File: config.mk
export PLATFORM = sky130hd
export DESIGN_NAME = copy_top
export DESIGN_NICKNAME = d
export VERILOG_FILES = /design/src/design/copy_pkg.sv /design/src/design/copy_csr.sv /design/src/design/copy_ctrl.sv /design/src/design/copy_reader.sv /design/src/design/word_fifo.sv /design/src/design/copy_writer.sv /design/src/design/copy_top.sv
export SDC_FILE = /design/constraint.sdc
export NUM_CORES = 1
export LEC_CHECK = 0
export ABC_CLOCK_PERIOD_IN_PS = 18000
export BUFFER_PORTS_ARGS = -buffer_cell sky130_fd_sc_hd__buf_2
export CORE_UTILIZATION = 30
export DETAILED_ROUTE_END_ITERATION = 16
export PLACE_DENSITY = 0.51
export SLEW_MARGIN = 25
export SYNTH_ARGS = -nofsm -noshare
export SYNTH_HDL_FRONTEND = slang
export SYNTH_HIERARCHICAL = 1
export SYNTH_SLANG_ARGS = --single-unit
File: constraint.sdc
create_clock -name clk -period 18 [get_ports clk]
set_clock_uncertainty 0.2 [all_clocks]
set_input_delay 2.7 -clock clk [delete_from_list [all_inputs] [get_ports clk]]
set_output_delay 2.7 -clock clk [all_outputs]
set_load 0.1 [all_outputs]
File: src/design/copy_pkg.sv
// shared widths, register map, buffer depth and state types; imported by every copy engine block
package copy_pkg;

    // byte addresses on both AXI4-Lite ports
    localparam int ADDR_W = 32;
    // one memory word per transfer
    localparam int DATA_W = 64;
    // a 64-bit word spans 8 bytes, so word addresses drop 3 low bits
    localparam int WORD_BYTE_BITS = 3;
    localparam int WORD_ADDR_W = ADDR_W - WORD_BYTE_BITS;

    // host register port
    localparam int CSR_DATA_W = 32;
    // 32-bit registers, byte index bits ignored on decode
    localparam int CSR_BYTE_BITS = 2;
    // length and written-word counters
    localparam int LEN_W = 16;

    // register map, byte offsets
    localparam logic [ADDR_W-1:0] REG_IN_ADDR = 'h00;
    localparam logic [ADDR_W-1:0] REG_IN_LEN = 'h04;
    localparam logic [ADDR_W-1:0] REG_OUT_ADDR = 'h08;
    // read only, words written by the last copy
    localparam logic [ADDR_W-1:0] REG_OUT_LEN = 'h0C;
    // write starts a copy, read returns done in bit 0
    localparam logic [ADDR_W-1:0] REG_CTRL = 'h10;

    // buffer between reader and writer, must be a power of two
    localparam int FIFO_DEPTH = 4;
    localparam int FIFO_PTR_W = $clog2(FIFO_DEPTH);

    localparam logic [1:0] AXI_RESP_OKAY = 2'b00;

    typedef logic [WORD_ADDR_W-1:0] t_word_addr;
    typedef logic [DATA_W-1:0] t_word;
    typedef logic [LEN_W-1:0] t_len;

    // controller only needs to know whether a copy is in progress
    typedef enum logic
    {
        CTRL_IDLE,
        CTRL_RUN
    } t_ctrl_state;

endpackage

File: src/design/copy_csr.sv
// AXI4-Lite register slave holding the copy configuration; host reads status through it
`timescale 1ns/1ps

module copy_csr (
    input  logic clk,
    input  logic reset,
    input  logic [copy_pkg::ADDR_W-1:0] s_awaddr,
    input  logic s_awvalid,
    output logic s_awready,
    input  logic [copy_pkg::CSR_DATA_W-1:0] s_wdata,
    input  logic s_wvalid,
    output logic s_wready,
    output logic s_bvalid,
    output logic [1:0] s_bresp,
    input  logic s_bready,
    input  logic [copy_pkg::ADDR_W-1:0] s_araddr,
    input  logic s_arvalid,
    output logic s_arready,
    output logic s_rvalid,
    output logic [1:0] s_rresp,
    output logic [copy_pkg::CSR_DATA_W-1:0] s_rdata,
    input  logic s_rready,
    input  logic done,
    input  copy_pkg::t_len out_len,
    output copy_pkg::t_word_addr in_addr,
    output copy_pkg::t_word_addr out_addr,
    output copy_pkg::t_len in_len,
    output logic start_pulse
);
    import copy_pkg::*;

    logic wr_ready;
    logic wr_fire;
    logic rd_fire;
    logic [ADDR_W-1:0] wr_offset;
    logic [ADDR_W-1:0] rd_offset;
    logic [CSR_DATA_W-1:0] rd_value;

    // ====================================================================
    // write channel
    // ====================================================================

    // address and data are accepted together in a single cycle
    assign s_awready = wr_ready;
    assign s_wready = wr_ready;
    assign wr_fire = wr_ready && s_awvalid && s_wvalid;
    assign s_bresp = AXI_RESP_OKAY;
    // byte lanes within a register are not decoded
    assign wr_offset = {s_awaddr[ADDR_W-1:CSR_BYTE_BITS], CSR_BYTE_BITS'(0)};

    always_ff @(posedge clk)
    begin
        if (reset)
        begin
            wr_ready <= 1'b0;
            s_bvalid <= 1'b0;
            start_pulse <= 1'b0;
            in_addr <= '0;
            in_len <= '0;
            out_addr <= '0;
        end
        else
        begin
            // one-cycle ready once both valids are up and no response is pending
            wr_ready <= s_awvalid && s_wvalid && !s_bvalid && !wr_ready;
            // the written value of the control register does not matter
            start_pulse <= wr_fire && (wr_offset == REG_CTRL);

            if (wr_fire)
            begin
                s_bvalid <= 1'b1;
            end
            else if (s_bready)
            begin
                s_bvalid <= 1'b0;
            end

            // host gives byte addresses, engines work on word addresses
            if (wr_fire)
            begin
                case (wr_offset)
                    REG_IN_ADDR: in_addr <= s_wdata[ADDR_W-1:WORD_BYTE_BITS];
                    REG_IN_LEN: in_len <= s_wdata[LEN_W-1:0];
                    REG_OUT_ADDR: out_addr <= s_wdata[ADDR_W-1:WORD_BYTE_BITS];
                    // unknown offsets and read-only registers are acked and dropped
                    default: ;
                endcase
            end
        end
    end

    // ====================================================================
    // read channel
    // ====================================================================

    assign s_arready = s_arvalid && !s_rvalid;
    assign rd_fire = s_arvalid && s_arready;
    assign s_rresp = AXI_RESP_OKAY;
    assign rd_offset = {s_araddr[ADDR_W-1:CSR_BYTE_BITS], CSR_BYTE_BITS'(0)};

    always_comb
    begin
        case (rd_offset)
            REG_IN_ADDR: rd_value = {in_addr, WORD_BYTE_BITS'(0)};
            REG_IN_LEN: rd_value = CSR_DATA_W'(in_len);
            REG_OUT_ADDR: rd_value = {out_addr, WORD_BYTE_BITS'(0)};
            REG_OUT_LEN: rd_value = CSR_DATA_W'(out_len);
            REG_CTRL: rd_value = CSR_DATA_W'(done);
            default: rd_value = '0;
        endcase
    end

    always_ff @(posedge clk)
    begin
        if (reset)
        begin
            s_rvalid <= 1'b0;
        end
        else if (rd_fire)
        begin
            s_rvalid <= 1'b1;
        end
        else if (s_rready)
        begin
            s_rvalid <= 1'b0;
        end
    end

    // read data held until the host takes it
    always_ff @(posedge clk)
    begin
        if (rd_fire)
        begin
            s_rdata <= rd_value;
        end
    end

endmodule

File: src/design/copy_ctrl.sv
// idle/run controller that launches both engines and records done and the written length
`timescale 1ns/1ps

module copy_ctrl (
    input  logic clk,
    input  logic reset,
    input  logic start_pulse,
    input  logic finish,
    input  copy_pkg::t_len written,
    output logic go,
    output logic done,
    output copy_pkg::t_len out_len
);
    import copy_pkg::*;

    t_ctrl_state state;

    always_ff @(posedge clk)
    begin
        if (reset)
        begin
            state <= CTRL_IDLE;
            go <= 1'b0;
            done <= 1'b0;
            out_len <= '0;
        end
        else
        begin
            // go is a single-cycle strobe
            go <= 1'b0;

            case (state)
                CTRL_IDLE:
                begin
                    // status of the previous copy is cleared on a new start
                    if (start_pulse)
                    begin
                        done <= 1'b0;
                        out_len <= '0;
                        go <= 1'b1;
                        state <= CTRL_RUN;
                    end
                end

                CTRL_RUN:
                begin
                    // start_pulse is ignored here, a running copy is never restarted
                    if (finish)
                    begin
                        out_len <= written;
                        done <= 1'b1;
                        state <= CTRL_IDLE;
                    end
                end
            endcase
        end
    end

endmodule

File: src/design/copy_reader.sv
// AXI4-Lite read master that walks the source range and pushes each word into the buffer
`timescale 1ns/1ps

module copy_reader (
    input  logic clk,
    input  logic reset,
    input  logic go,
    input  copy_pkg::t_word_addr in_addr,
    input  copy_pkg::t_len in_len,
    output logic [copy_pkg::ADDR_W-1:0] m_araddr,
    output logic m_arvalid,
    input  logic m_arready,
    input  logic m_rvalid,
    output logic m_rready,
    input  copy_pkg::t_word m_rdata,
    input  logic fifo_full,
    output logic push,
    output copy_pkg::t_word push_data
);
    import copy_pkg::*;

    // next word address to fetch
    t_word_addr rd_addr;
    // words still to be fetched
    t_len remaining;
    // read address accepted, response outstanding
    logic rd_wait;

    // one read in flight; while arvalid is up nothing is pushed, so full cannot
    // rise and the request stays valid until accepted
    assign m_arvalid = (remaining != '0) && !rd_wait && !fifo_full;
    assign m_araddr = {rd_addr, WORD_BYTE_BITS'(0)};
    // a slot was free when the request went out, so the response always fits
    assign m_rready = rd_wait;

    // returned word goes straight into the buffer
    assign push = m_rvalid && rd_wait;
    assign push_data = m_rdata;

    always_ff @(posedge clk)
    begin
        if (reset)
        begin
            remaining <= '0;
            rd_wait <= 1'b0;
        end
        else if (go)
        begin
            remaining <= in_len;
            rd_wait <= 1'b0;
        end
        else
        begin
            if (m_arvalid && m_arready)
            begin
                rd_wait <= 1'b1;
            end
            // response handshake ends the transaction
            if (push)
            begin
                rd_wait <= 1'b0;
                remaining <= remaining - 1'b1;
            end
        end
    end

    // address advances only after each response
    always_ff @(posedge clk)
    begin
        if (go)
        begin
            rd_addr <= in_addr;
        end
        else if (push)
        begin
            rd_addr <= rd_addr + 1'b1;
        end
    end

endmodule

File: src/design/word_fifo.sv
// circular word buffer decoupling the read master from the write master
`timescale 1ns/1ps

module word_fifo (
    input  logic clk,
    input  logic reset,
    input  logic push,
    input  copy_pkg::t_word push_data,
    input  logic pop,
    output copy_pkg::t_word pop_data,
    output logic full,
    output logic empty
);
    import copy_pkg::*;

    t_word mem [FIFO_DEPTH];
    // extra msb is the wrap bit
    logic [FIFO_PTR_W:0] wr_ptr;
    logic [FIFO_PTR_W:0] rd_ptr;

    assign empty = (wr_ptr == rd_ptr);
    // same slot, opposite lap
    assign full = (wr_ptr[FIFO_PTR_W] != rd_ptr[FIFO_PTR_W]) &&
                  (wr_ptr[FIFO_PTR_W-1:0] == rd_ptr[FIFO_PTR_W-1:0]);
    // head word is visible before pop
    assign pop_data = mem[rd_ptr[FIFO_PTR_W-1:0]];

    always_ff @(posedge clk)
    begin
        if (reset)
        begin
            wr_ptr <= '0;
            rd_ptr <= '0;
        end
        else
        begin
            if (push && !full)
            begin
                wr_ptr <= wr_ptr + 1'b1;
            end
            if (pop && !empty)
            begin
                rd_ptr <= rd_ptr + 1'b1;
            end
        end
    end

    always_ff @(posedge clk)
    begin
        if (push && !full)
        begin
            mem[wr_ptr[FIFO_PTR_W-1:0]] <= push_data;
        end
    end

endmodule

File: src/design/copy_writer.sv
// AXI4-Lite write master that drains the buffer to the destination and counts acked writes
`timescale 1ns/1ps

module copy_writer (
    input  logic clk,
    input  logic reset,
    input  logic go,
    input  copy_pkg::t_word_addr out_addr,
    input  copy_pkg::t_len in_len,
    input  logic fifo_empty,
    input  copy_pkg::t_word pop_data,
    output logic pop,
    output logic [copy_pkg::ADDR_W-1:0] m_awaddr,
    output logic m_awvalid,
    input  logic m_awready,
    output copy_pkg::t_word m_wdata,
    output logic m_wvalid,
    input  logic m_wready,
    input  logic m_bvalid,
    output logic m_bready,
    output logic finish,
    output copy_pkg::t_len written
);
    import copy_pkg::*;

    t_word_addr wr_addr;
    // length captured at go, host may rewrite the register meanwhile
    t_len wr_len;
    t_word wr_data;
    // copy in progress
    logic run;
    // a word is in flight on the bus
    logic busy;
    logic aw_pend;
    logic w_pend;

    // next word only after the previous response
    assign pop = run && !busy && !fifo_empty && (written != wr_len);
    // with zero length this fires in the cycle after go
    assign finish = run && !busy && (written == wr_len);

    assign m_awvalid = aw_pend;
    assign m_wvalid = w_pend;
    assign m_awaddr = {wr_addr, WORD_BYTE_BITS'(0)};
    assign m_wdata = wr_data;
    // response accepted once address and data are both gone
    assign m_bready = busy && !aw_pend && !w_pend;

    always_ff @(posedge clk)
    begin
        if (reset)
        begin
            run <= 1'b0;
            busy <= 1'b0;
            aw_pend <= 1'b0;
            w_pend <= 1'b0;
            written <= '0;
        end
        else
        begin
            if (go)
            begin
                run <= 1'b1;
                written <= '0;
            end
            else if (finish)
            begin
                run <= 1'b0;
            end

            // popped word goes out on the next cycle
            if (pop)
            begin
                busy <= 1'b1;
                aw_pend <= 1'b1;
                w_pend <= 1'b1;
            end
            // address and data channels may be accepted in either order
            if (aw_pend && m_awready)
            begin
                aw_pend <= 1'b0;
            end
            if (w_pend && m_wready)
            begin
                w_pend <= 1'b0;
            end
            // only acknowledged writes are counted
            if (m_bready && m_bvalid)
            begin
                busy <= 1'b0;
                written <= written + 1'b1;
            end
        end
    end

    always_ff @(posedge clk)
    begin
        if (go)
        begin
            wr_addr <= out_addr;
            wr_len <= in_len;
        end
        else if (m_bready && m_bvalid)
        begin
            wr_addr <= wr_addr + 1'b1;
        end

        if (pop)
        begin
            wr_data <= pop_data;
        end
    end

endmodule

File: src/design/copy_top.sv
// copy engine top level joining register slave, controller, reader, buffer and writer
`timescale 1ns/1ps

module copy_top (
    input  logic clk,
    input  logic reset,
    // host register port
    input  logic [copy_pkg::ADDR_W-1:0] s_awaddr,
    input  logic s_awvalid,
    output logic s_awready,
    input  logic [copy_pkg::CSR_DATA_W-1:0] s_wdata,
    input  logic s_wvalid,
    output logic s_wready,
    output logic s_bvalid,
    output logic [1:0] s_bresp,
    input  logic s_bready,
    input  logic [copy_pkg::ADDR_W-1:0] s_araddr,
    input  logic s_arvalid,
    output logic s_arready,
    output logic s_rvalid,
    output logic [1:0] s_rresp,
    output logic [copy_pkg::CSR_DATA_W-1:0] s_rdata,
    input  logic s_rready,
    // memory read side
    output logic [copy_pkg::ADDR_W-1:0] m_araddr,
    output logic m_arvalid,
    input  logic m_arready,
    input  logic m_rvalid,
    output logic m_rready,
    input  copy_pkg::t_word m_rdata,
    // memory write side
    output logic [copy_pkg::ADDR_W-1:0] m_awaddr,
    output logic m_awvalid,
    input  logic m_awready,
    output copy_pkg::t_word m_wdata,
    output logic m_wvalid,
    input  logic m_wready,
    input  logic m_bvalid,
    output logic m_bready
);
    import copy_pkg::*;

    // configuration and status
    t_word_addr in_addr;
    t_word_addr out_addr;
    t_len in_len;
    t_len out_len;
    t_len written;
    logic start_pulse;
    logic go;
    logic done;
    logic finish;

    // buffer traffic
    logic push;
    t_word push_data;
    logic pop;
    t_word pop_data;
    logic fifo_full;
    logic fifo_empty;

    // ====================================================================
    // control path
    // ====================================================================

    copy_csr csr_i (
        .clk(clk),
        .reset(reset),
        .s_awaddr(s_awaddr),
        .s_awvalid(s_awvalid),
        .s_awready(s_awready),
        .s_wdata(s_wdata),
        .s_wvalid(s_wvalid),
        .s_wready(s_wready),
        .s_bvalid(s_bvalid),
        .s_bresp(s_bresp),
        .s_bready(s_bready),
        .s_araddr(s_araddr),
        .s_arvalid(s_arvalid),
        .s_arready(s_arready),
        .s_rvalid(s_rvalid),
        .s_rresp(s_rresp),
        .s_rdata(s_rdata),
        .s_rready(s_rready),
        .done(done),
        .out_len(out_len),
        .in_addr(in_addr),
        .out_addr(out_addr),
        .in_len(in_len),
        .start_pulse(start_pulse)
    );

    copy_ctrl ctrl_i (
        .clk(clk),
        .reset(reset),
        .start_pulse(start_pulse),
        .finish(finish),
        .written(written),
        .go(go),
        .done(done),
        .out_len(out_len)
    );

    // ====================================================================
    // data path, reads overlap writes through the buffer
    // ====================================================================

    copy_reader reader_i (
        .clk(clk),
        .reset(reset),
        .go(go),
        .in_addr(in_addr),
        .in_len(in_len),
        .m_araddr(m_araddr),
        .m_arvalid(m_arvalid),
        .m_arready(m_arready),
        .m_rvalid(m_rvalid),
        .m_rready(m_rready),
        .m_rdata(m_rdata),
        .fifo_full(fifo_full),
        .push(push),
        .push_data(push_data)
    );

    word_fifo fifo_i (
        .clk(clk),
        .reset(reset),
        .push(push),
        .push_data(push_data),
        .pop(pop),
        .pop_data(pop_data),
        .full(fifo_full),
        .empty(fifo_empty)
    );

    copy_writer writer_i (
        .clk(clk),
        .reset(reset),
        .go(go),
        .out_addr(out_addr),
        .in_len(in_len),
        .fifo_empty(fifo_empty),
        .pop_data(pop_data),
        .pop(pop),
        .m_awaddr(m_awaddr),
        .m_awvalid(m_awvalid),
        .m_awready(m_awready),
        .m_wdata(m_wdata),
        .m_wvalid(m_wvalid),
        .m_wready(m_wready),
        .m_bvalid(m_bvalid),
        .m_bready(m_bready),
        .finish(finish),
        .written(written)
    );

endmodule

==> qor.csv <==
metric,value,unit
run status,finished clean,
final hold slack,0.257,ns
"top cells by area, synth","edfxtp_1 53%, dfxtp_1 12%, mux4_2 7.2%",
First-pass DRT Iterations,8,
Ports,346,
max cap viols,0,
row count,103,
Max Buffers Root-to-Sink,3,
Critical Path Source Type,input port,
Main synth FF type,edfxtp_1,
GPL Wtd Cong,0.810,
leakage power,0.00985,µW
DIE AREA,81500,µm²
Filler cells,7711,
number of port buffers,331,
Min-Delay Path Class,reg -> reg,
most area-hungry cell type in the Yosys netlist,edfxtp_1,
min Tclk post-route,6.76,ns
"Async S/R FF share, synth",0,
sequential share of the synthesized area,0.648,
endpoint class of the critical path,output port,
GRT busiest layer,met2,
Worst Setup Path Type,in -> out,
Worst IR Drop VDD,0.137,mV
drc violations,0,
relative slew slack,0.312,
"Clk Latency, worst-skew pair",0.61,ns
Clock Pin Slew Worst Setup and Hold Paths,0.05,ns
"slowest stage delay, CP",0.54,ns
measured slew at the worst slew-check pin,1.03,ns
critical path's slowest cell,buf_2,
CP Data Arrival Time,3.86,ns
Yosys reg bits,568,
total gr overflow,0,
GRT Total Usage,0.147,
Final ANT Viol Nets,0,
register area,15600,µm²
period utilization,0.375,
synth cell count leaders,"426 x edfxtp_1, 142 x dfxtp_1, 111 x nand2b_1",
final setup fails,0,
cells along the critical path,buf_2 > nor2b_4 > buf_2,
root buf cell,clkbuf_16,
met3 GRT Util,0.0284,
Yosys cell types,68,
top-area cell type share of the netlist area,0.531,
multi-input combinational cell area,7490,µm²
TritonCTS clock tree,yes,
setup TNS,0,ns
CTS Buf Count,66,
GR Layer Usage met1,0.195,
first-pass GRT wire length,92500,µm
pin count of the biggest net entering global routing,106,
synthesized area,24100,µm²
Highest Clock Rate,0.148,GHz
Synth Instances,1686,
Post-CTS Setup Bufs,0,
"EDFF count, synth",426,
H-Tree Depth,3,
cts repair resizes,0,
Max Slew Vio Count,0,
Starting Density,0.304,
DR vias/cell,4.89,
WL final,60900,µm
initial antenna violation count,4,
total number of vias,14910,
met2 Usage GRT,0.242,
clock sink count,568,
RSZ-0062 raised after global routing,false,
synth warn,6,
vias in the first global route,15153,
P&R area growth vs syn,18.3,%
"Avg Cell Area, Syn",14.3,µm²
CP dominant cell by count,buf_2,
most common cell in the netlist,edfxtp_1,
Worst Path Required,15.10,ns
Core Box Area,79300,µm²
placed cell area,26300,µm²
Die Span X,285,µm
Nets,2125,
# hold bufs at CTS,0,
Starting DRT DRC Count,1006,
"Max FO, Critical Path",17,
share of cells above drive strength 1,0.278,
Hold Fails Final Rpt,0,
WL/cell,20.0,µm
Die Y-Extent,285,µm
post-detail-place hpwl,40000,µm
final non-filler cell area,28500,µm²
pwr dens,110,nW/µm²
power breakdown:
group / internal (µW) / switching (µW)
combinational: 94.1 / 228
clock: 790 / 547
sequential: 1460 / 26.9
cell type report:
type                       count  share of cell area
antenna                        3            0.000263
clock buffer                  84              0.0631
clock inverter                37              0.0139
inverter                      21             0.00276
multi-input combinational    942               0.263
sequential                   568               0.549
tap                         1050              0.0461
timing repair buffer         345              0.0628
kinds of logic after synthesis:
kind of cell / synth area share
compound gates: 0.0455
flops: 0.648
mux: 0.117
fa+ha+maj: 0.00467
simple gates: 0.117
buf+inv: 0.0445
other cells: 0.000467
xor+xnor: 0.0225
cell usage in the layout, fill, tap and decap left out, types with 15 or more instances in the layout:
master | Yosys | final
edfxtp_1 | 426 | 426
buf_2 | 10 | 329
dfxtp_1 | 142 | 139
nand2b_1 | 111 | 111
mux2i_1 | 105 | 105
nor2_1 | 98 | 98
mux4_2 | 77 | 77
nand2_1 | 72 | 72
clkbuf_16 | 0 | 67
o21ai_0 | 50 | 50
xnor2_1 | 39 | 39
nand3_1 | 35 | 34
nand4_1 | 30 | 30
a31oi_1 | 31 | 30
a21oi_1 | 25 | 25
and3_1 | 23 | 23
a211oi_1 | 23 | 23
xor2_1 | 23 | 23
or4_1 | 23 | 23
nor4_1 | 20 | 20
inv_1 | 18 | 17
or3_1 | 16 | 15
path summary, 6_finish.rpt:
kind / startpoint / end / slack (ns) / depth (start not counted)
worst max-delay path: s_arvalid / s_arready / 11.24 / 3
worst max register to register: fifo_i/wr_ptr[1] / writer_i/m_wdata[8] / 14.30 / 6
worst min register to register: csr_i/s_bvalid / csr_i/s_awready / 0.26 / 1
worst min-delay path: csr_i/s_bvalid / csr_i/s_awready / 0.26 / 1
state kept, by name, summed over array words and instances, names as in the netlist, 3 cells and up, named ones only:
signal,flops
fifo_i/mem,256
writer_i/written,16
csr_i/out_addr,29
reader_i/rd_addr,29
csr_i/in_len,16
writer_i/m_wdata,64
fifo_i/rd_ptr,3
writer_i/wr_len,16
writer_i/wr_addr,29
reader_i/remaining,16
fifo_i/wr_ptr,3
csr_i/in_addr,29
csr_i/s_rdata,32
ctrl_i/out_len,16
metrics by stage:
step / total power (µW) / utilization / instances / setup WS, ns
global placement: 1830 / 0.332 / 2925 / 10.82
CTS: 3190 / 0.360 / 3047 / 11.22
global route: 3260 / 0.360 / 3048 / 11.18
floorplan: 1760 / - / 1693 / 9.70
finish: 3140 / 0.360 / 3050 / 11.24
detailed placement: 1840 / 0.332 / 2926 / 11.22
critical path, delay by kind of cell:
| family | cells | cell delay (ns) |
|---|---|---|
| AND/OR/NAND/NOR | 1 | 0.53 |
| buffers and inverters | 2 | 0.63 |
metal layers:
layer  part of all wire  up-vias
li1                   -     6865
met1               0.44     7459
met2               0.48      493
met3              0.058       89
met4              0.023        4
met5            0.00044        -
No activity file was read; power rests on OpenSTA's default activity.
